[src/verilog/nlc_cfg.svh]
`ifndef NLC_CFG_SVH
`define NLC_CFG_SVH

// Channel table size
`define NLC_CHANNELS 16
`define NLC_CH_W 4

// ADC sample and result width, Q16.16 datapath
`define NLC_ADC_W 21
`define NLC_WORD_W 32
`define NLC_FRAC 16
`define NLC_ORDER 5

`endif

[src/verilog/nlc_pkg.sv]
`default_nettype none

`include "nlc_cfg.svh"

package nlc_pkg;

  typedef logic signed [`NLC_WORD_W-1:0] word_t;
  typedef logic signed [`NLC_ADC_W-1:0] adc_t;
  typedef logic [`NLC_CH_W-1:0] ch_t;

  // Which stored word a coefficient write targets
  typedef enum logic [2:0] {
    SEL_NEG_MEAN, SEL_RECIP, SEL_C0, SEL_C1, SEL_C2, SEL_C3, SEL_C4, SEL_C5
  } coef_sel_e;

  // Q16.16 product, wraps to the low word after the shift
  function automatic word_t fx_mul(word_t a, word_t b);
    logic signed [2*`NLC_WORD_W-1:0] p;
    p = a * b;
    return p[`NLC_FRAC +: `NLC_WORD_W];
  endfunction

endpackage

`default_nettype wire

[src/verilog/nlc_horner_step.sv]
`timescale 1ns/1ps
`default_nettype none

`include "nlc_cfg.svh"

module nlc_horner_step
  import nlc_pkg::*;
(
  input  logic  clk,
  input  logic  rst,
  input  logic  advance,

  input  logic  prev_valid,
  input  ch_t   prev_ch,
  input  word_t prev_norm,
  input  word_t prev_acc,

  input  word_t coef,

  output logic  valid,
  output ch_t   ch,
  output word_t norm,
  output word_t acc
);

  word_t acc_next;

  // One Horner step, acc * x + c
  assign acc_next = fx_mul(prev_acc, prev_norm) + coef;

  always_ff @(posedge clk) begin
    if (rst) begin
      valid <= 1'b0;
    end else if (advance) begin
      valid <= prev_valid;
    end
  end

  always_ff @(posedge clk) begin
    if (advance) begin
      ch   <= prev_ch;
      norm <= prev_norm;
      acc  <= acc_next;
    end
  end

endmodule

`default_nettype wire

[config.mk]
export PLATFORM = sky130hd
export DESIGN_NAME = nlc_horner_step
export DESIGN_NICKNAME = d
export VERILOG_FILES = /design/src/verilog/nlc_pkg.sv /design/src/verilog/nlc_horner_step.sv
export VERILOG_INCLUDE_DIRS = /design/src /design/src/verilog
export SDC_FILE = /design/constraint.sdc
export NUM_CORES = 2
export LEC_CHECK = 0
export ABC_CLOCK_PERIOD_IN_PS = 10340
export BUFFER_PORTS_ARGS = -buffer_cell sky130_fd_sc_hd__clkbuf_2
export CAP_MARGIN = 15
export CORE_UTILIZATION = 31
export CTS_CLUSTER_SIZE = 20
export DETAILED_ROUTE_END_ITERATION = 8
export PLACE_DENSITY = 0.53
export REMOVE_ABC_BUFFERS = 1
export SLEW_MARGIN = 20
export SYNTH_ARGS = -nofsm -noshare
export SYNTH_HDL_FRONTEND = slang
export SYNTH_SLANG_ARGS = --single-unit
[constraint.sdc]
create_clock -name clk -period 10.34 [get_ports clk]
set_input_delay 2.068 -clock clk [delete_from_list [all_inputs] [get_ports clk]]
set_output_delay 2.068 -clock clk [all_outputs]
set_load 0.005 [all_outputs]
---- Word-level counts from Yosys, hierarchy flattened ----
Cells that the tools add are included.
storage, ports and cells
  output and inout bits ................... 69
  flip-flop bits (word level) ............. 69
  bits of input ports ..................... 104
operators by class
  $mul .................................... 1
  add/subtract/negate cells ............... 1
operators by type and width
  cell            number
  $mul 32x32->48  1
  $add 32x32->32  1

---- Longest topological paths before layout ----
  word-level depth ........................ 2
  mapped depth ............................ 39
  depth with buffers taken out ............ 37

---- Worst setup path after synthesis ----
Ideal clock, no wire load.
  path kind ............................... input-to-reg
  from .................................... input port prev_acc[19]
  to ...................................... register acc[30] (data pin)
  data arrival time ....................... 10.260 ns
  data required time ...................... 10.078 ns
  path buffers ............................ 3
  stages .................................. 33
  setup slack ............................. -0.182 ns
  cell sequence ........................... clkbuf_1 > clkbuf_1 > nand2_1 > fa_1 > fa_1 > fa_1 > fa_1 > inv_1 > fa_1 > fa_1 > fa_1 > fa_1 > ha_1 > a21o_1 > a21oi_1 > nand3b_1 > a21o_1 > a31o_2 > and2_1 > o21a_1 > nor2_1 > ha_1 > clkbuf_1 > a21o_1 > a21oi_1 > o21bai_1 > a311oi_1 > nand2_1 > o221a_4 > a2111o_1 > a21oi_1 > o21bai_1 > xor2_1
between the ends
  word-level cells in the longest chain between the ends .. 2
RTL lines
  element                 RTL line               RTL
  start: declaration      nlc_horner_step.sv:16  input word_t prev_acc,
  $mul 32x32->48          nlc_pkg.sv:19          p = a * b;
  $add 32x32->32          nlc_horner_step.sv:29  assign acc_next = fx_mul(prev_acc, prev_norm) + coef;
  via acc_next[30]        nlc_horner_step.sv:26  word_t acc_next;
  end signal: assignment  nlc_horner_step.sv:43  acc <= acc_next;
  end: declaration        nlc_horner_step.sv:23  output word_t acc
The timed path passes the listed nets, and every way through them passes these cells.
A chain may end at the register's enable or synchronous reset.

---- Final worst setup path ----
  from .................................... input port prev_acc[12]
  to ...................................... register acc[29] (data pin)
Same word-level chain as after synthesis.

==> impl_metrics.tcl <==
set metrics [dict create \
    clk_latency_ns 0.40 \
    crit_type "primary input to flop" \
    fin_crit_sh_pct 100.4 \
    crit_top_cell "fa_1" \
    layout-drive-gt1-share_pct 19.84 \
    grt_util_met2_pct 35.85 \
    synth_top_family_by_area "adder cells" \
    grt_max_degree 57 \
    grt_overflow 0 \
    final_common_cell "fa_1" \
    ys_warn_count 0 \
    initial_core_util_pct 31.46 \
    syn_area_per_cell_um2 9.560 \
    synth_compound_area_share_pct 3.106 \
    drv_slew 0 \
    die_h_um 324.2 \
    yosys-top-cells-area "fa_1, and2_1, inv_1, ha_1, edfxtp_1" \
    finalHoldViolCount 0 \
    std_cell_rows 117 \
    dr.pass1.iters 5 \
    synthAdderAreaFrac_pct 59.88 \
    cts_root_buf "clkbuf_16" \
    drc 0 \
    slew-limit-headroom_pct 40.91 \
    use_met3_pct 1.307 \
    yosysSeqAreaShare_pct 6.406 \
    holdBufCountCts 0 \
    syn_area_um2 32190 \
    core_area_um2 102300 \
    synthXorXnorAreaFrac_pct 2.612 \
    critPathCaptureType "flop" \
    min_path_cells 2 \
    tightest_slew_ns 0.8863 \
    finClkSkew_ns 0 \
    hpwl_mm 82.33 \
    slowest_delay_ns 0.61 \
    dpl.cell_count 5111 \
    via_per_inst 4.497 \
    ant_nets 0 \
    async_flop_share_pct 0 \
    die_x_um 324.2 \
    synthSimpleGateAreaFrac_pct 16.52 \
    crit_slowest_cell "fa_1" \
    worstSetupStartpointType "primary input" \
    ys_ff_latch 69 \
    hold_class "flop to flop" \
    worstPathArrival_ns 10.55 \
    synth_top_area_cell "fa_1" \
    met1_usage_pct 23.93 \
    die-area_um2 105100 \
    vias 23230 \
    fin_nets 4932 \
    pre_cts_slack_ns -0.9986 \
    holdWs_ns 0.5053 \
    cts_buffers 9 \
    routed_wl_mm 96.70 \
    worst_r2r_path_depth 2 \
    max_freq_ghz 0.09629 \
    cts.clk_slew.worst_paths_ns 0.09 \
    rsz0062_at_grt "true" \
    cts.htree.levels 3 \
    area_delta_synth_final_pct 21.76 \
    synth.top_cell.area_share_pct 52.18 \
    yosysUniqueCellTypes 54 \
    clock_sink_count 69 \
    grt_pass1_wl_mm 150.0 \
    layout_common_cells "fa_1, inv_1, and2_1, nand2_1, buf_4" \
    track_usage_pct 19.08 \
    top_level_ports 173 \
    violations "negative setup slack" \
    synth_edf_count 68 \
    grt_pass1_vias 25500 \
    cp_top_family "adder cells" \
    synth_mux_area_share_pct 0.03110 \
    grt_antenna_before_repair 7 \
    cp_max_fo 6 \
    cp.buffers_inverters 8 \
    first_iter_violations 1162 \
    period_needed_ns 10.38 \
    gr-max-usage-layer "met2" \
    cts_tree "yes" \
    status "finished, violations left" \
    layoutNonFillerInstCount 5165 \
    synthCells 3367 \
    gp_congestion 0.8788 \
    finalSetupViolations 3 \
    cp.required_ns 10.50 \
    fin_ws_ns -0.04486 \
    drv_cap 0 \
    io_buffers 172 \
    synth-main-ff-cell "edfxtp_1" \
    cts_buffer_depth 2 \
    crit_cells 38 \
    drt-wirelength-per-cell_um 18.72 \
]
-- sequential cells by signal, indices dropped and copies added, names as in the netlist --
name and cells:
norm 32, acc 32, valid 1, ch 4
-- per-layer routing --
metal	routed length, µm	share of wire, %	vias up
met4	1676	1.7	4
li1	-	-	10520
met2	52170	54	427
met3	3028	3.1	83
met5	26	0.027	-
met1	39800	41	12190
-- metrics by stage --
stage / instance area, µm² / setup TNS, ns / util [%]
3_5_place_dp: 37550 / -10.66 / 36.70
6_report: 39190 / -0.09452 / 38.30
5_1_grt: 39190 / -2.209 / 38.30
2_1_floorplan: 31560 / 0 / -
3_3_place_gp: 37550 / -9.971 / 36.70
4_1_cts: 38480 / -0.1496 / 37.60
-- worst register-to-register path: stages, from the launching register on --
cell and delay, ns:
dfxtp_1 0.32, mux2i_1 0.12, nor2_1 0.05
-- cells in the mapped netlist, types with 11 or more instances --
cell / n
a21o_1: 30
a21oi_1: 42
and2_1: 499
clkbuf_1: 168
edfxtp_1: 68
fa_1: 839
ha_1: 198
inv_1: 814
nand2_1: 424
nor2_1: 35
nor2b_1: 16
nor3_1: 13
o21a_1: 11
o21ai_0: 19
xnor2_1: 76
xor2_1: 20
-- cells by family after synthesis --
| family | Yosys count |
|---|---|
| fa+ha+maj | 1037 |
| simple gates | 1035 |
| buf+inv | 982 |
| compound gates | 147 |
| xor+xnor | 96 |
| flops | 69 |
| mux | 1 |
-- repair_timing --
item                       4_1_cts  5_1_grt
setup endpoints to repair       14       16
pin swaps                       41      114
cloned                           4        5
gates resized for setup        111      112
setup buffers                   10       18
-- final cells by class --
cell class	instances	area, µm²
diodes	1	2.502
clock buffers	9	225.2
clock inverters	7	71.32
fillers	10310	63140
inverters	814	3055
multi-input cells	2316	27150
flip-flops and latches	69	2062
well taps	1368	1712
repair buffers	581	4912
-- worst paths after layout --
kind,start,endpoint,slack [ns]
worst max-delay path,prev_acc[12],acc[29],-0.04
worst min-delay path,valid,valid,0.51
worst max register to register,valid,valid,9.76
worst min register to register,valid,valid,0.51
Power is not shown: default switching activity piles up to over one toggle a cycle in this logic, so the estimate is an artifact.
