--- src/verilog/nlc_cfg.svh ---
`ifndef NLC_CFG_SVH
`define NLC_CFG_SVH

// Channel table size
`define NLC_CHANNELS 16
`define NLC_CH_W 4

// ADC sample and result width, Q16.16 datapath
`define NLC_ADC_W 21
`define NLC_WORD_W 32
`define NLC_FRAC 16
`define NLC_ORDER 5

`endif

--- src/verilog/nlc_pkg.sv ---
`default_nettype none

`include "nlc_cfg.svh"

package nlc_pkg;

  typedef logic signed [`NLC_WORD_W-1:0] word_t;
  typedef logic signed [`NLC_ADC_W-1:0] adc_t;
  typedef logic [`NLC_CH_W-1:0] ch_t;

  // Which stored word a coefficient write targets
  typedef enum logic [2:0] {
    SEL_NEG_MEAN, SEL_RECIP, SEL_C0, SEL_C1, SEL_C2, SEL_C3, SEL_C4, SEL_C5
  } coef_sel_e;

  // Q16.16 product, wraps to the low word after the shift
  function automatic word_t fx_mul(word_t a, word_t b);
    logic signed [2*`NLC_WORD_W-1:0] p;
    p = a * b;
    return p[`NLC_FRAC +: `NLC_WORD_W];
  endfunction

endpackage

`default_nettype wire

--- src/verilog/nlc_normalize.sv ---
`timescale 1ns/1ps
`default_nettype none

`include "nlc_cfg.svh"

module nlc_normalize
  import nlc_pkg::*;
(
  input  logic  clk,
  input  logic  rst,
  input  logic  advance,

  input  logic  in_valid,
  input  ch_t   in_ch,
  input  adc_t  in_sample,

  input  word_t neg_mean,
  input  word_t recip,
  input  word_t c5,
  output ch_t   bank_ch,

  output logic  valid,
  output ch_t   ch,
  output word_t norm,
  output word_t acc
);

  word_t samp_q;
  word_t centered;

  // Bank lookup happens in the same cycle as acceptance
  assign bank_ch = in_ch;

  // Sample into Q16.16, top bits wrap
  assign samp_q   = word_t'(in_sample) <<< `NLC_FRAC;
  assign centered = samp_q + neg_mean;

  always_ff @(posedge clk) begin
    if (rst) begin
      valid <= 1'b0;
    end else if (advance) begin
      valid <= in_valid;
    end
  end

  always_ff @(posedge clk) begin
    if (advance) begin
      ch   <= in_ch;
      norm <= fx_mul(centered, recip);
      acc  <= c5;
    end
  end

endmodule

`default_nettype wire

--- config.mk ---
export PLATFORM = sky130hd
export DESIGN_NAME = nlc_normalize
export DESIGN_NICKNAME = d
export VERILOG_FILES = /design/src/verilog/nlc_pkg.sv /design/src/verilog/nlc_normalize.sv
export VERILOG_INCLUDE_DIRS = /design/src /design/src/verilog
export SDC_FILE = /design/constraint.sdc
export NUM_CORES = 2
export LEC_CHECK = 0
export ABC_AREA = 1
export BUFFER_PORTS_ARGS = -buffer_cell sky130_fd_sc_hd__buf_2
export CAP_MARGIN = 20
export CORE_AREA = 2 2 344 176
export DETAILED_ROUTE_END_ITERATION = 10
export DIE_AREA = 0 0 346 178
export HOLD_SLACK_MARGIN = 0.12
export PLACE_DENSITY = 0.77
export SLEW_MARGIN = 30
export SYNTH_ARGS = -nofsm -noshare
export SYNTH_HDL_FRONTEND = slang
export SYNTH_SLANG_ARGS = --single-unit
--- constraint.sdc ---
create_clock -name clk -period 8.9 [get_ports clk]
set_input_delay 1.78 -clock clk [delete_from_list [all_inputs] [get_ports clk]]
set_output_delay 1.78 -clock clk [all_outputs]
set_load 0.005 [all_outputs]
* After elaboration in Yosys (flattened, before gate mapping)
Cells that the tools add are included.
** Word-level totals
- Register bits after elaboration :: 69
- Bits in latches :: 0
- Bits in writable memories :: 0
- ROM bits :: 0
- Input bits :: 125
- Output and inout port bits :: 73
- Word-level logic and storage cells :: 6
- Memories :: 0
** Cells by class
- Add/sub/neg operators :: 1
- Multipliers :: 1
- Divide/modulo/power cells :: 0
- Magnitude comparators :: 0
- Eq/ne operators :: 0
- Shift operators :: 0
- Muxes and demuxes :: 0
- Bitwise gates (word level) :: 0
- Reduce and logical (&&, ||, !) cells :: 0
** Operator list (number)
- 32-bit by 32-bit multiplier with 48-bit output :: 1
- 32-bit adder :: 1

* Logic depth before layout (Yosys ltp)
- Word-level depth :: 2
- Depth in mapped cells :: 40
- Depth with buffers taken out :: 39

* Least setup slack after synthesis
No wires, ideal clock.
- Path type :: input-to-reg
- From :: in in_sample[0]
- To :: reg norm[29], data pin
- Setup time :: 0.264 ns
- Arrival :: 9.024 ns
- Data required time :: 8.636 ns
- Path slack :: -0.388 ns
- Stages :: 36
- Buffers on the path :: 1
- Cell sequence :: ha_1 > inv_1 > fa_1 > inv_1 > nand2_1 > nand2_1 > nand4_1 > nand2_1 > nand2_1 > nand2_2 > clkinv_1 > clkbuf_1 > nor2_1 > fa_1 > fa_1 > fa_1 > inv_1 > fa_1 > inv_1 > fa_1 > inv_1 > fa_1 > inv_1 > fa_1 > inv_1 > fa_1 > inv_1 > ha_1 > nand2_1 > nor2_1 > inv_1 > nor4_1 > nand3_1 > nand3_1 > a31oi_1 > xor2_1
** On the way
- Word-level cells in the longest chain between the ends :: 2
** Ends and longest elaborated chain
- start: declaration :: line nlc_normalize.sv:15 : input adc_t in_sample,
- 32-bit adder :: line nlc_normalize.sv:36 : assign centered = samp_q + neg_mean;
- 32-bit by 32-bit multiplier with 48-bit output :: line nlc_pkg.sv:19 : p = a * b;
- end signal: assignment :: line nlc_normalize.sv:49 : norm <= fx_mul(centered, recip);
- end: declaration :: line nlc_normalize.sv:24 : output word_t norm,
No other way between the ends.
A chain may end at the register's enable or synchronous reset.

* Final worst setup path
- From :: in in_sample[0]
- To :: reg norm[28], data pin
Same word-level chain as after synthesis.

==> flow_metrics.tcl <==
set metrics [dict create \
    status "finished, violations left" \
    failed_checks "negative setup slack" \
    numCtsBuffers 9 \
    nFillCells 4384 \
    vias 27520 \
    async_reset_ff_share_pct 0 \
    cts_tree "built" \
    synth_edf_count 68 \
    postRouteAntennaNets 0 \
    synth_top_area_cell "fa_1" \
    ys_ff_latch 69 \
    dp.final_hpwl_um 89310 \
    rsz0062_at_grt "true" \
    drive_above_1_share_pct 23.45 \
    slew_headroom_pct 56.87 \
    hold_buffers 0 \
    drc_errors 0 \
    antenna_found_initial 2 \
    port_buffers 192 \
    synth.yosys.seq_area_share_pct 6.370 \
    initial_core_util_pct 55.35 \
    gp_congestion 1.009 \
    die_h_um 178 \
    die_w_um 346 \
    synth_area_um2 32370 \
    htree_levels 3 \
    cts_sinks 69 \
    grt.overflow.total 0 \
    area_growth_syn_to_layout_pct 21.34 \
    ys_top_cells_by_area "fa_1 52%, inv_1 13%, nand2_1 10%, ha_1 6.9%, edfxtp_1 6.3%" \
    fin_crit_sh_pct 103.9 \
    cpMaxStageDelayCell "fa_2" \
    final_util_pct 67.16 \
    fmax_mhz 108.1 \
    io_pins 198 \
    finalHoldViolCount 0 \
    cts_root_buf "clkbuf_16" \
    insertion_delay_ps 330 \
    worstSetupEndpointType "flip-flop" \
    track_usage_pct 35.31 \
    finalWorstSetupSlack_ps -349.7 \
    synthFlopType "edfxtp_1" \
    fin_worst_skew_ps 0 \
    grt_start_max_net_pins 53 \
    synth_nets 5029 \
    wl_um 105900 \
    required_ps 8980 \
    hold_path.class "flip-flop to flip-flop" \
    yosysTopAreaCellShare_pct 51.88 \
    worst_pin_slew_ps 647.0 \
    setup_viol 25 \
    fin_setup_tns_ps -4482 \
    grt_pass1_wl_um 163000 \
    synth.distinct_cells 44 \
    post_drt_wl_per_cell_um 20.64 \
    clk_pin_slew_ps 60 \
    viasPerCell 5.367 \
    worstSetupPathType "input port to flip-flop" \
    row_count 63 \
    start_kind "input port" \
    slew_violations 0 \
    grt_pass1_vias 28070 \
    cp_data_arrival_time_ps 9330 \
    core-area_um2 58490 \
    dp_slack_ps -899.4 \
    dr.pass1.iters 6 \
    worstPathMaxFanout 6 \
    cts_buffer_depth 2 \
    layout.nets 5482 \
    drt-initial-drc-count 3387 \
    die-area_um2 61590 \
    min_period_ps 9250 \
    slowest_delay_ps 670 \
    syn_avg_cell_area_um2 8.328 \
    synth_warnings 0 \
    drv_cap 0 \
    synthCells 3887 \
]
cell usage in the layout (no fill, tap or decap), types with 49 or more instances in the layout:
cell type	n
edfxtp_1	68
inv_2	55
buf_2	190
inv_1	1103
fa_1	789
buf_4	361
ha_1	141
fa_2	50
nor2_1	209
nand2_2	54
nor2_2	49
nand2_1	819
per-layer routing:
layer	GRT usage, %	wire (µm)
met5	3.611	229
met4	4.057	1859
met3	22.48	22950
met2	43.30	38270
met1	52.19	42540
cell usage after synthesis (5+ instances only):
cell and n:
edfxtp_1 68, xor2_1 38, a31oi_1 17, nor3_1 5, fa_1 839, a21oi_1 69, nor2_1 272, inv_1 1161
buf_1 13, o21a_1 8, xnor2_1 15, nand3_1 62, or2_2 17, nand4_1 12, o21ai_1 6, nand2_2 6
ha_1 178, nand2_1 882, o21ai_0 27, clkbuf_1 145
area by class of cell:
class                      instances  area, µm²  share of cell area [%]
antenna                            3      7.507                 0.01911
clock buffer                      10      229.0                  0.5829
clock inverter                     6      93.84                  0.2389
inverter                        1169       4431                   11.28
multi-input combinational       2485      27010                   68.77
sequential                        69       2062                   5.249
tap                              780      975.9                   2.484
timing repair buffer             606       4469                   11.38
timing repair:
item | in CTS | in global routing
pin swaps | 122 | 153
cloned | 1 | 0
resized for setup | 258 | 221
setup buffers | 31 | 25
endpoints found under the setup margin | 26 | 26
logic make-up after synthesis:
logic type      share of synthesized area (%)
flops                                   6.370
compound gates                          2.404
simple gates                            15.49
mux                                   0.03092
xor+xnor                                1.434
buf+inv                                 15.51
fa+ha+maj                               58.76
flip-flops by register name (all words and copies together), names as in the netlist:
name,flops
acc,32
norm,32
ch,4
valid,1
final timing paths:
path,from,to,slack [ps],depth (start not counted)
setup / recovery,in_sample[0],norm[28],-350,36
hold / removal,valid,valid,500,2
setup reg to reg,valid,valid,8320,2
hold reg to reg,valid,valid,500,2
critical path: cells and delay by family:
kind	cells	cell delay [ps]
AOI/OAI and AO/OA	5	510
adders and majority gates	11	5060
buffers and inverters	11	960
xor gates and xnor gates	1	160
and+or+nand+nor	8	850
through the flow:
stage               cell area, µm²  hold slack [ps]  cells
floorplan                    32560            485.0   3887
global placement             36720            474.0   5054
detailed placement           36720            482.1   5054
CTS                          38320            499.6   5102
global route                 39270            566.9   5125
finish                       39280            499.4   5128
Power is left out: the tool's default activity adds up to more than one toggle a clock period on the data nets, which glitch-free logic cannot reach.
