`src/verilog/nlc_cfg.svh`:
```
`ifndef NLC_CFG_SVH
`define NLC_CFG_SVH

// Channel table size
`define NLC_CHANNELS 16
`define NLC_CH_W 4

// ADC sample and result width, Q16.16 datapath
`define NLC_ADC_W 21
`define NLC_WORD_W 32
`define NLC_FRAC 16
`define NLC_ORDER 5

`endif

```
`src/verilog/nlc_pkg.sv`:
```
`default_nettype none

`include "nlc_cfg.svh"

package nlc_pkg;

  typedef logic signed [`NLC_WORD_W-1:0] word_t;
  typedef logic signed [`NLC_ADC_W-1:0] adc_t;
  typedef logic [`NLC_CH_W-1:0] ch_t;

  // Which stored word a coefficient write targets
  typedef enum logic [2:0] {
    SEL_NEG_MEAN, SEL_RECIP, SEL_C0, SEL_C1, SEL_C2, SEL_C3, SEL_C4, SEL_C5
  } coef_sel_e;

  // Q16.16 product, wraps to the low word after the shift
  function automatic word_t fx_mul(word_t a, word_t b);
    logic signed [2*`NLC_WORD_W-1:0] p;
    p = a * b;
    return p[`NLC_FRAC +: `NLC_WORD_W];
  endfunction

endpackage

`default_nettype wire

```
`src/verilog/nlc_output_stage.sv`:
```
`timescale 1ns/1ps
`default_nettype none

`include "nlc_cfg.svh"

module nlc_output_stage
  import nlc_pkg::*;
(
  input  logic  clk,
  input  logic  rst,

  input  logic  prev_valid,
  input  ch_t   prev_ch,
  input  word_t prev_acc,

  input  logic  out_ready,
  output logic  advance,

  output logic  out_valid,
  output ch_t   out_ch,
  output adc_t  out_result
);

  localparam adc_t RES_MAX = {1'b0, {(`NLC_ADC_W-1){1'b1}}};
  localparam adc_t RES_MIN = {1'b1, {(`NLC_ADC_W-1){1'b0}}};

  word_t shifted;
  adc_t  clamped;

  // Whole pipeline moves unless a held result is waiting
  assign advance = !out_valid || out_ready;

  // Drop fraction bits, then clamp into the ADC range
  assign shifted = prev_acc >>> `NLC_FRAC;

  always_comb begin
    if (shifted > word_t'(RES_MAX)) begin
      clamped = RES_MAX;
    end else if (shifted < word_t'(RES_MIN)) begin
      clamped = RES_MIN;
    end else begin
      clamped = shifted[`NLC_ADC_W-1:0];
    end
  end

  always_ff @(posedge clk) begin
    if (rst) begin
      out_valid <= 1'b0;
    end else if (advance) begin
      out_valid <= prev_valid;
    end
  end

  always_ff @(posedge clk) begin
    if (advance) begin
      out_ch     <= prev_ch;
      out_result <= clamped;
    end
  end

endmodule

`default_nettype wire

```
`config.mk`:
```
export PLATFORM = sky130hd
export DESIGN_NAME = nlc_output_stage
export DESIGN_NICKNAME = d
export VERILOG_FILES = /design/src/verilog/nlc_pkg.sv /design/src/verilog/nlc_output_stage.sv
export VERILOG_INCLUDE_DIRS = /design/src /design/src/verilog
export SDC_FILE = /design/constraint.sdc
export NUM_CORES = 1
export LEC_CHECK = 0
export CAP_MARGIN = 25
export CORE_MARGIN = 2
export CORE_UTILIZATION = 55
export CTS_CLUSTER_SIZE = 12
export DETAILED_ROUTE_END_ITERATION = 10
export DONT_BUFFER_PORTS = 1
export PLACE_DENSITY = 0.68
export SYNTH_ARGS = -nofsm -noshare
export SYNTH_HDL_FRONTEND = slang
export SYNTH_SLANG_ARGS = --single-unit
```
`constraint.sdc`:
```
create_clock -name clk -period 1 [get_ports clk]
set_clock_uncertainty 0.05 [all_clocks]
set_input_delay 0 -clock clk [delete_from_list [all_inputs] [get_ports clk]]
set_output_delay 0 -clock clk [all_outputs]
set_load 0.01 [all_outputs]
```
# Word-level counts from Yosys, hierarchy flattened

Index checks and enable logic that the tools add are counted.

Register bits: 26
Input bits: 40
Output and inout port bits: 27
Logic and storage cells: 8

Order comparisons: 2
Muxes and demuxes: 1
Reduce and logical (&&, ||, !) cells: 2

Operators with widths:

| kind                 | count |
|---|---|
| $gt 16x21->1 const B | 1 |
| $lt 16x21->1 const B | 1 |
| $mux 21              | 1 |
| $logic_not 1->1      | 1 |
| $logic_or 1x1->1     | 1 |

# Longest topological paths before layout

Gate-level depths: netlist of run 1.

Depth after elaboration: 2
Depth in mapped cells: 2
Gate-level depth less buffers: 2

# Worst setup path before layout of run 1

Ideal clock, no wire load.

Kind: register -> register
Start point: register out_valid
End point: register out_ch[0] (enable)
Library setup time: 0.331 ns
Arrival: 0.578 ns
Required time: 0.619 ns
Slack: 0.041 ns
Cell stages (with the launch flop): 2
Path buffers: 0
Clock period less this slack: 0.959 ns
Path through: dfxtp_1 -> nand2b_4

Cells in the longest elaborated chain, start to end: 2

RTL lines:

| element                  | line                   | text |
|---|---|---|
| start: declaration       | nlc_output_stage.sv:19 | `output logic out_valid,` |
| start signal: assignment | nlc_output_stage.sv:50 | `out_valid <= prev_valid;` |
| $logic_not 1->1          | nlc_output_stage.sv:31 | `assign advance = !out_valid \|\| out_ready;` |
| $logic_or 1x1->1         | nlc_output_stage.sv:31 |  |
| named net advance        | nlc_output_stage.sv:17 | `output logic advance,` |
| end signal: assignment   | nlc_output_stage.sv:56 | `out_ch <= prev_ch;` |
| end: declaration         | nlc_output_stage.sv:20 | `output ch_t out_ch,` |

The timed path passes the listed nets, and every way through them passes these cells.
A chain may end at the register's enable or synchronous reset.

==> results.txt, run 1 <==
By area, the combinational part of the netlist is dominated by buffers and inverters. For this design, the slowest cell found on the critical path is edfxtp_1. The dominant delay contributor by cell family on the critical path is flip-flops.

The measured slew at the worst slew-check pin came out at 172 ps. CTS placed an instance of clkbuf_4 at the clock tree root. Leaving out fill and tap cells, the most frequent cells in the layout are dlygate4sd3_1 (23), edfxtp_1 (21), clkbuf_4 (3). The first detailed-routing pass ran for 2 iterations. The source of the worst register-to-register timing path is out_valid. The required time of the worst setup path came out at 950 ps.

The worst setup slack after layout is -29.0 ps. The global routing usage summed across all routing layers is 20.4%. The total of buffers placed on input and output ports came out at 0. The vertical die dimension came out at 41.4 um. The total power per unit cell area came out at 1670 nW/um2. The finished layout holds 72 standard cells, fillers aside. The final net count came out at 98.

The pin count of the biggest net entering global routing came out at 13. The synthesized flop and latch total is 22. The count of pins over their slew limit came out at 0. The number of antenna violations at the first check in global routing is 0. For the finished layout, the period the worst path requires is 1030 ps.

The final core utilization is 78.4%. The via total after detailed routing came out at 377. The core area is 1300 um2.

The simple logic cell fraction of the synthesized area came out at 1.79%. The final hold violation count came out at 0. The warning count from the yosys run came out at 0.

The cell area that synthesis handed to floorplanning was 771 um2. The area growth from synthesis to layout is 32.3%. Leaving out fill and tap cells, the most frequent cell in the layout is dlygate4sd3_1. The launching instance or port of the critical path is out_result[19].

The number of global-route vias before repair is 411. The total overflow left after global routing is 0. The number of buffers and inverters on the critical path came out at 1.

Setup repair after global routing could not meet its margin everywhere. Timing would allow up to 0.972 GHz. The total chip power is 1.70 mW.

The final sum of negative setup slack is -116 ps. The synthesized area divided by synthesized cell count came out at 16.8 um2. The total wire length after detailed routing is 1.60 mm. Setup violations remaining at the end of the flow were counted as 4. The starting density of the core is 59.2%. The worst-case IR drop observed on VDD is 1.22 mV. In the routed layout, each cell is associated on average with a via count of 5.24.

The checks that failed: setup timing. After Yosys synthesis, XOR and XNOR cells account for 0% of the synthesized area. The distinct cell type count after synthesis came out at 7. The number of placement rows came out at 13. The fill cell total of the finished layout is 66. Along the worst path, the maximum fanout reaches 4. The area of the die is 1720 um2. Clock-pin slew was measured on the worst setup and hold paths at 120 ps. The run finished, with violations left. The worst path uses 103% of the clock period.

The later pin in the worst-skew pair is clocked with a latency of 320 ps. The arrival time of data at the critical path endpoint is 980 ps. The clock passes through at most 2 buffers. After the first detailed-routing iteration, the DRC count stood at 7. The total number of clock tree sinks is 22. For this run, the slowest stage of the critical path takes 480 ps. In the final layout, the share of cells above drive strength 1 is 19.3%. The CTS H-tree depth came out at 1. Of the post-synthesis cell area, the part taken by muxes is 0%. The total instance count after detailed placement is 43.

The adder-cell share of the synthesized area is 0%. In the final routed layout, each cell accounts on average for 22.2 um. The TritonCTS buffer count is 3.

Sequential cells were found to cover 84.4% of the synthesized design area. The number of diodes is 0. The start-to-end type of the worst setup path is register to output pin. The worst setup path is launched from a register. When the netlist entered floorplanning its net count stood at 86. The post-synthesis instance total came out at 46.

The startpoint identified for the worst hold timing path is out_ready. The wire length of the first global-routing pass is 2.36 mm. The max capacitance violation total is 0. The critical path goes through buf_6.

The residual antenna-violating net count after detailed routing is 0. The min-delay analysis places its worst path in the category input port to register. The worst slack after detailed placement came out at 44.3 ps.

The chip width is 41.4 um. For this design the top-level I/O count stands at 67. The static leakage came out at 0.387 nW. At the end of routability-driven placement, the weighted congestion stood at 0.645. The post-detailed-route DRC marker count came out at 0. The relative max-transition margin came out at 88.5%. The fraction of the mapped netlist area in compound gates is 1.14%. TritonCTS built the clock tree. STA classifies the critical path endpoint as an output pin.
per-layer routing:
metal,track usage [%],part of all wire [%],vias up
met5,0,0,-
met4,9.68,2.4,0
met3,9.13,9.2,4
met2,35.6,55,28
met1,20.4,33,184
li1,-,-,161
state kept, by name, summed over array words and instances, names as in the netlist:
register,cells
out_result,17
out_valid,1
out_ch,4
through the flow:
stage | cell area (um2) | hold slack [ps]
finish | 1020 | 20.1
global route | 1020 | 9.22
CTS | 1000 | 18.1
detailed placement | 718 | 19.8
global placement | 718 | 14.4
floorplan | 771 | 12.4
worst paths after layout:
path | endpoint | slack [ps] | cells past startpoint
worst max-delay path | out_result[18] | -30 | 1
worst min-delay path | out_result[1] | 20 | 2
worst max register to register | out_result[6] | 60 | 2
worst min register to register | out_valid | 600 | 2
power by group:
part | internal (mW) | switching, mW
Sequential | 1.08 | 0.0615
Clock | 0.147 | 0.279
Combinational | 0.0863 | 0.0493
Total | 1.31 | 0.390
cells by family (layout without fill, tap and decap cells):
logic type,Yosys count,in the layout
buf+inv,22,32
flops,22,22
compound gates,1,1
simple gates,1,2
cells in the mapped netlist:
cell type  instances  area share (%)
buf_4              4             3.9
a21oi_2            1             1.1
edfxtp_1          21              82
inv_1              1            0.49
clkbuf_1          17             8.3
nand2b_4           1             1.8
dfxtp_1            1             2.6
cell type report:
type                    instances  area [um2]  area share [%]
repair buffers                 27         280            27.5
inverters                       1        3.75           0.368
multi-input cells               3        36.3            3.56
well taps                      15        18.8            1.84
flip-flops and latches         22         654            64.2
clock buffers                   3        22.5            2.21
clock inverters                 1        3.75           0.368
repair_timing:
action,CTS,global route
hold buffers,22,1
hold endpoints to repair,22,11
endpoints found under the setup margin,5,15
buffers inserted,1,0
gates cloned,1,0
gates resized for setup,3,2
Note: power is estimated with default switching activity, not from simulation.
==> run 2: changes to the inputs <==
Settings changed: ABC_AREA set to 1.
==> run 2 against run 1 <==
  * The flow now finishes without violations
  * Synthesized area shrank 0.49%
  * First-iteration DRC count is 29% lower
  * Via count shrank 2.7%
  * Die area fell by 0.43%
  * Synthesized cell count increased by 2.2%
  * Total power fell by 3.7%
  * Count of clock-buffer cells in the layout is 1 higher
  * Utilization shrank 0.96 points
  * Non-clock buffer count is 1 higher
  * Largest cell class unchanged
  * Largest power group unchanged
  * Highest routed layer is now met3
==> results.txt, run 2 <==
Summed over all instances, the cell type with the most area after synthesis is edfxtp_1. The final hold violation count came out at 0 (unchanged). The design internal power came out at 1.31 mW (-0.12%). Leaving out fill and tap cells, the most frequent cell in the layout is dlygate4sd3_1. The main flop type after synthesis is edfxtp_1.

The peak fanout along the critical path is 5 (+1). The clock root buffer is clkbuf_4. The total instance count after detailed placement came out at 43 (unchanged).

The part of the power in registers came to 70.0% (+3.0 points). Setup repair after global routing could not meet its margin everywhere. The library cell with the highest instance count after synthesis is edfxtp_1. The relative max-transition margin was 69.2% (-19 points). The share of layout cells above drive strength 1 is 22.0% (+2.7 points).

The TritonCTS buffer count is 3 (unchanged). The synthesized flop and latch total came out at 22 (unchanged). The count of TritonRoute iterations in the first routing pass is 3 (+1). The via total after detailed routing came out at 367 (-2.7%).

The distinct cell type count after synthesis came out at 7 (unchanged). The arrival time of data at the critical path endpoint was 930 ps (-50 ps). The number of failing setup endpoints in the final timing report came to 0 (-4). The netlist area before placement is 767 um2 (-0.49%). The number of DRC markers after the initial detailed-route iteration came out at 5 (-2). The warning count from the yosys run came to 0 (unchanged). The pin count of the biggest net entering global routing is 13 (unchanged).

The synthesized area divided by synthesized cell count came to 16.3 um2 (-2.6%). The worst setup slack after layout is 21.1 ps (+50.1 ps). The global routing usage summed across all routing layers came out at 17.0% (-3.4 points). The worst setup path is launched from a register. The vertical die dimension came out at 41.3 um (-0.22%). The number of diodes is 0 (unchanged). The startpoint identified for the worst register-to-register timing path is out_valid.

The net switching power figure is 0.328 mW (-16%). Yosys attributes the largest share of cell area to edfxtp_1 (82%), clkbuf_1 (8.3%), buf_4 (3.9%). The measured slew at the worst slew-check pin is 463 ps (+292 ps). The post-synthesis instance total is 47 (+2.2%). The clock input transition at the sequential cells of the worst setup and hold paths is 100 ps (-20 ps). The total of buffers placed on input and output ports was 0 (unchanged). The fill cell total of the finished layout is 70 (+6.1%). The routed length per placed instance is 17.4 um (-22%). The number of synthesized flops with an enable pin is 21 (unchanged).

The final hold slack came out at 91.3 ps (+71.2 ps). The post-route fraction of the period consumed by the critical path came out at 97.9% (-5.0 points). The maximum clock frequency came out at 1.02 GHz (+5.1%). The total number of clock tree sinks was 22 (unchanged). The post-DP HPWL is 770 um.

Tracing the worst setup path back leads to its startpoint at out_result[19]. In the final layout, the registers with the most flip-flops are out_result x17, out_ch x4, out_valid x1. The worst slack after detailed placement came out at 45.7 ps (+1.42 ps). The CTS H-tree depth came out at 1 (unchanged). The fraction of power spent switching nets came out at 20.0% (-2.9 points). The synthesis-to-layout area growth is 31.3%.

The detailed-route vias per instance came out at 4.96 (-5.3%). The clock network fraction of design power came out at 22.8% (-2.2 points). In the layout the commonest cells are dlygate4sd3_1 (22), edfxtp_1 (21), buf_4 (6).

After synthesis, the most frequently instantiated cells are edfxtp_1 (21), clkbuf_1 (17), buf_4 (4), inv_1 (2). The worst setup path is captured at an output pin. The post-detailed-route DRC marker count came out at 0 (unchanged). The number of buffers between clock root and the deepest sink is 2 (unchanged). The required time of the worst setup path is 950 ps (about the same).

The wire length of the first global-routing pass is 1.67 mm (-29%). The final weighted congestion of routability-driven global placement was 0.601 (-6.8%). The area of the die is 1710 um2 (-0.43%). The clock latency at the later pin of the worst-skew pair is 280 ps (-40 ps).

The startpoint of the lowest-slack hold path is out_ready. The worst-case vdd ir drop came out at 1.05 mV (-13%). The count of non-filler cells in the finished layout is 74 (+2.8%). The core area came out at 1300 um2 (unchanged). The total power per unit cell area came to 1630 nW/um2 (-2.5%). The clock tree from TritonCTS is done.

The final design instance area without fill is 1010 um2 (-1.2%). The residual antenna-violating net count after detailed routing came out at 0 (unchanged). The power share of the combinational group is 7.1% (-0.9 points).

The final net count was 100 (+2.0%). The total nets after synthesis is 87 (+1.2%). The number of antenna violations at the first check in global routing was 0 (unchanged).

The cell area after placement is 712 um2 (-0.87%). The sequential share of the synthesized area was 84.8% (+0.41 points). The path class of the tightest hold or removal check is input port to register.

The number of placement rows is 13 (unchanged). The shortest period the worst path allows is 979 ps (-50.1 ps). The residual overflow from global routing is 0 (unchanged). The starting density of the core was 58.9% (-0.29 points). The max capacitance violation total is 0 (unchanged). The run finished with clean final reports.

The flip-flop count of the largest register after layout came to 17 (unchanged). The number of I/O pins came to 67 (unchanged). The chip width came out at 41.3 um (-0.22%). The count of pins over their slew limit is 0 (unchanged).

The static leakage came out at 0.378 nW (-2.3%). The total wire length after detailed routing came to 1.29 mm (-19%). The setup path with the least slack is of type register to output pin. The final sum of negative setup slack came out at 0 ps (+116 ps). The fraction of post-synthesis cell area in the top cell type by area is 82.2% (+0.40 points). The top register by number of flip-flops is out_result. The fraction of registers with async set or reset after synthesis came to 0% (unchanged). The number of global-route vias before repair is 350 (-15%).
run 2: what timing repair did:
item / 4_1_cts / 5_1_grt
resized for setup: 3 / 0
setup buffers: 0 / 4
hold buffers: 22 / 0
setup endpoints to repair: 1 / 6
gates cloned: 1 / 0
pin swaps: 1 / 0
hold endpoints to repair: 22 / 0
run 2: path summary, 6_finish.rpt:
path / slack, ps / depth (start not counted) / to
worst max-delay path: 20 / 0 / out_result[15]
worst min-delay path: 90 / 3 / out_result[5]
worst max register to register: 60 / 1 / out_result[9]
worst min register to register: 610 / 2 / out_result[5]
run 2: logic make-up (layout without fill, tap and decap cells):
logic type / count (synthesis) / count (layout) / synth area share (%)
buf+inv: 23 / 34 / 13.2
simple gates: 1 / 2 / 0.816
flops: 22 / 22 / 84.8
compound gates: 1 / 1 / 1.14
run 2: through the flow:
| stage | power, mW | util (%) |
|---|---|---|
| 2_1_floorplan | 1.21 | - |
| 3_5_place_dp | 1.20 | 54.7 |
| 6_report | 1.64 | 77.4 |
| 4_1_cts | 1.64 | 75.1 |
| 3_3_place_gp | 1.20 | 54.7 |
| 5_1_grt | 1.71 | 77.4 |
run 2: final cells by class:
class,instances,area (um2),area share [%]
Sequential cell,22,654,65.0
Timing Repair Buffer,28,265,26.3
Multi-Input combinational cell,3,35.0,3.48
Clock buffer,4,26.3,2.61
Tap cell,15,18.8,1.86
Inverter,2,7.51,0.745
run 2: power by group through the flow:
stage	clock (mW)	sequential (mW)	combinational, mW
after detailed placement	0	1.17	0.0306
after global routing	0.428	1.16	0.127
final	0.374	1.15	0.117
after floorplan	0	1.15	0.0594
after global placement	0	1.17	0.0294
after CTS	0.387	1.15	0.104
run 2: routing by layer:
metal  part of all wire, %  up-vias  routed length (um)  track usage (%)
met5                     0        -                   0                0
met4                     0        0                   0             10.5
met3                   8.9        0                 115             6.91
met2                    57       27                 741             30.9
met1                    33      174                 432             15.3
li1                      -      166                   -                -
==> run 3: changes to the inputs <==
Settings changed: CORE_UTILIZATION 55 to 51, CTS_CLUSTER_SIZE 12 to not set, PLACE_DENSITY 0.68 to 0.67.
Clock period 1 ns to 0.9 ns, I/O delays scaled along.
==> run 3 against run 2 <==
  * Cell count down 5.4%
  * Register-to-register slack worse by 20 ps
  * Sequential cell count unchanged
  * Critical path depth up 1
  * Final area up 0.12%
  * Wire length down 0.62%
  * Largest power group unchanged
==> results.txt, run 3 (same netlist as run 2, synthesis figures left out) <==
The run finished with clean final reports. The detailed-route vias per instance is 5.07 (+2.3%). The dominant delay contributor by cell family on the critical path is flip-flops. The final hold slack came out at 38.0 ps (-53.4 ps).

The pin count of the biggest net entering global routing is 24 (+11). The count of TritonRoute iterations in the first routing pass is 4 (+1). The total wire length after detailed routing came to 1.28 mm (-0.62%). The count of pins over their slew limit came to 0 (unchanged).

The vertical die dimension is 42.8 um (+3.5%). The flip-flop count of the largest register after layout is 17 (unchanged). In this run the critical register-to-register path is launched from out_valid. The min-delay analysis places its worst path in the category input port to register. The number of failing setup endpoints in the final timing report came out at 0 (unchanged). The number of buffers between clock root and the deepest sink is 2 (unchanged).

The final weighted congestion of routability-driven global placement is 0.614 (+2.1%). For hold timing, the worst endpoint is out_valid. The number of global-route vias before repair came out at 374 (+6.9%).

The area used by sequential logic in the layout came out at 654 um2 (unchanged). The worst reg-to-reg path cell count is 1 (unchanged). The type of origin of the critical path is a register.

For this design, the slowest cell found on the critical path is edfxtp_1. The via total after detailed routing was 355 (-3.3%). The worst-case vdd ir drop came to 1.50 mV (+43%). The number of I/O pins came to 67 (unchanged).

The final design instance area without fill came out at 1010 um2 (+0.12%). The total of buffers placed on input and output ports is 0 (unchanged). The CTS H-tree depth was 1 (unchanged).

The worst stage delay on the critical path came out at 390 ps. The peak fanout along the critical path is 5 (unchanged). The area of combinational cells with multiple inputs was 48.8 um2 (+39%). The max capacitance violation total came to 0 (unchanged). The capturing element type of the critical path is an output pin. The residual antenna-violating net count after detailed routing came out at 0 (unchanged). In the layout the commonest cells are dlygate4sd3_1 (22), edfxtp_1 (21), clkbuf_4 (3).

The tree is rooted in a clkbuf_4. The final hold violation count is 0 (unchanged). The count of non-filler cells in the finished layout is 70 (-5.4%). In the final layout, the registers with the most flip-flops are out_result x17, out_ch x4, out_valid x1. The measured slew at the worst slew-check pin came out at 312 ps (-152 ps). The hold-critical path depth came to 3 (unchanged). The synthesis-to-layout area growth is 31.5%.

The number of buffers and inverters on the critical path came out at 1. Static timing analysis puts the maximum clock frequency at 1.11 GHz. The number of antenna violations at the first check in global routing is 0 (unchanged). The number of DRC markers after the initial detailed-route iteration came out at 13 (+8). The global routing usage summed across all routing layers is 14.3% (-2.6 points). The post-route fraction of the period consumed by the critical path came out at 99.8%. The final net count came out at 96 (-4.0%). The number of placement rows is 13 (unchanged). The total chip power is 1.92 mW (+17%). The post-detailed-route DRC marker count came out at 0 (unchanged). The critical path is of the register to output pin type. The share of layout cells above drive strength 1 is 18.2% (-3.9 points). The chip width was 42.8 um (+3.5%).

The logic depth of the worst path, buffers included came out at 1 (+1). The number of diodes came out at 0 (unchanged). The clock input transition at the sequential cells of the worst setup and hold paths was 110 ps (about the same). The fill cell total of the finished layout is 79 (+13%). The relative max-transition margin came to 79.2% (+10 points). The residual overflow from global routing came to 0 (unchanged).

The routed length per placed instance is 18.3 um (+5.1%). The total number of clock tree sinks is 22 (unchanged). The required time of the worst setup path came to 850 ps (-100 ps). The total power per unit cell area is 1900 nW/um2 (+17%). The arrival time of data at the critical path endpoint came out at 850 ps (-80 ps).

The area of the die came out at 1830 um2 (+7.1%). Setup repair after global routing could not meet its margin everywhere. The top register by number of flip-flops is out_result. The clock latency at the later pin of the worst-skew pair is 290 ps (about the same). The cell area after placement came out at 722 um2 (+1.4%). The worst hold path begins at out_ready. The post-CTS repair timing setup buffer count came out at 0 (unchanged). The shortest period the worst path allows came out at 899 ps. The setup slack of the most critical reg-to-reg path came out at 40 ps (-20 ps). The static leakage came out at 0.371 nW (-1.9%). The signal on the critical path passes through buf_6.

The starting density of the core came to 56.8% (-2.1 points). The TritonCTS buffer count is 3 (unchanged). The total instance count after detailed placement is 43 (unchanged). The core area is 1350 um2 (+3.7%). TritonCTS built the clock tree. The wire length of the first global-routing pass came out at 1.81 mm (+8.3%).

Leaving out fill and tap cells, the most frequent cell in the layout is dlygate4sd3_1. The reg-to-reg critical path endpoint is out_result[2].
[run 3: cell types whose count changed in the layout (fill, tap and decap cells not counted), sizes merged]
cell	previous run	this run
buf	6	2
[run 3: worst max path at each step]
stage,from,endpoint
4_1_cts,out_result[19],out_result[16]
2_1_floorplan,out_valid,out_ch[0]
3_5_place_dp,out_valid,out_result[4]
5_1_grt,out_result[19],out_result[15]
6_report,out_result[19],out_result[15]
3_3_place_gp,out_valid,out_result[8]
[run 3: area by class of cell]
cell class / instances / area share, %
clock buffers: 4 / 3.60
flip-flops and latches: 22 / 64.9
well taps: 15 / 1.86
repair buffers: 24 / 24.1
multi-input cells: 3 / 4.84
inverters: 2 / 0.744
[run 3: timing repair]
action / in CTS / in global routing
pin swaps: 0 / 1
hold endpoints to repair: 22 / 0
gates cloned: 0 / 1
gates resized for setup: 1 / 3
setup endpoints to repair: 5 / 28
hold buffers: 22 / 0
[run 3: tightest hold or removal path, stage by stage]
cell     delay, ps
inv_1          130
nand2_8        160
a21oi_2         60
[run 3: report_power, final]
group,switching [mW],leakage (nW),internal (mW)
sequential,0.0673,0.226,1.20
clock,0.262,0.0210,0.246
combinational,0.0573,0.123,0.0833
total,0.386,0.371,1.53
[run 3: metrics by stage]
step	setup slack, ps	utilization, %	setup TNS, ps
after floorplan	48.6	-	0
after global placement	44.6	53.5	0
after detailed placement	32.5	53.5	0
after CTS	-5.55	72.8	-27.5
after global routing	-37.3	74.7	-252
final	1.40	74.7	0
[run 3: metal layers]
layer | GRT usage (%) | part of all wire (%)
met5 | 0 | 0
met2 | 23.0 | 49
met1 | 16.4 | 38
met4 | 7.50 | 0.78
met3 | 5.53 | 12
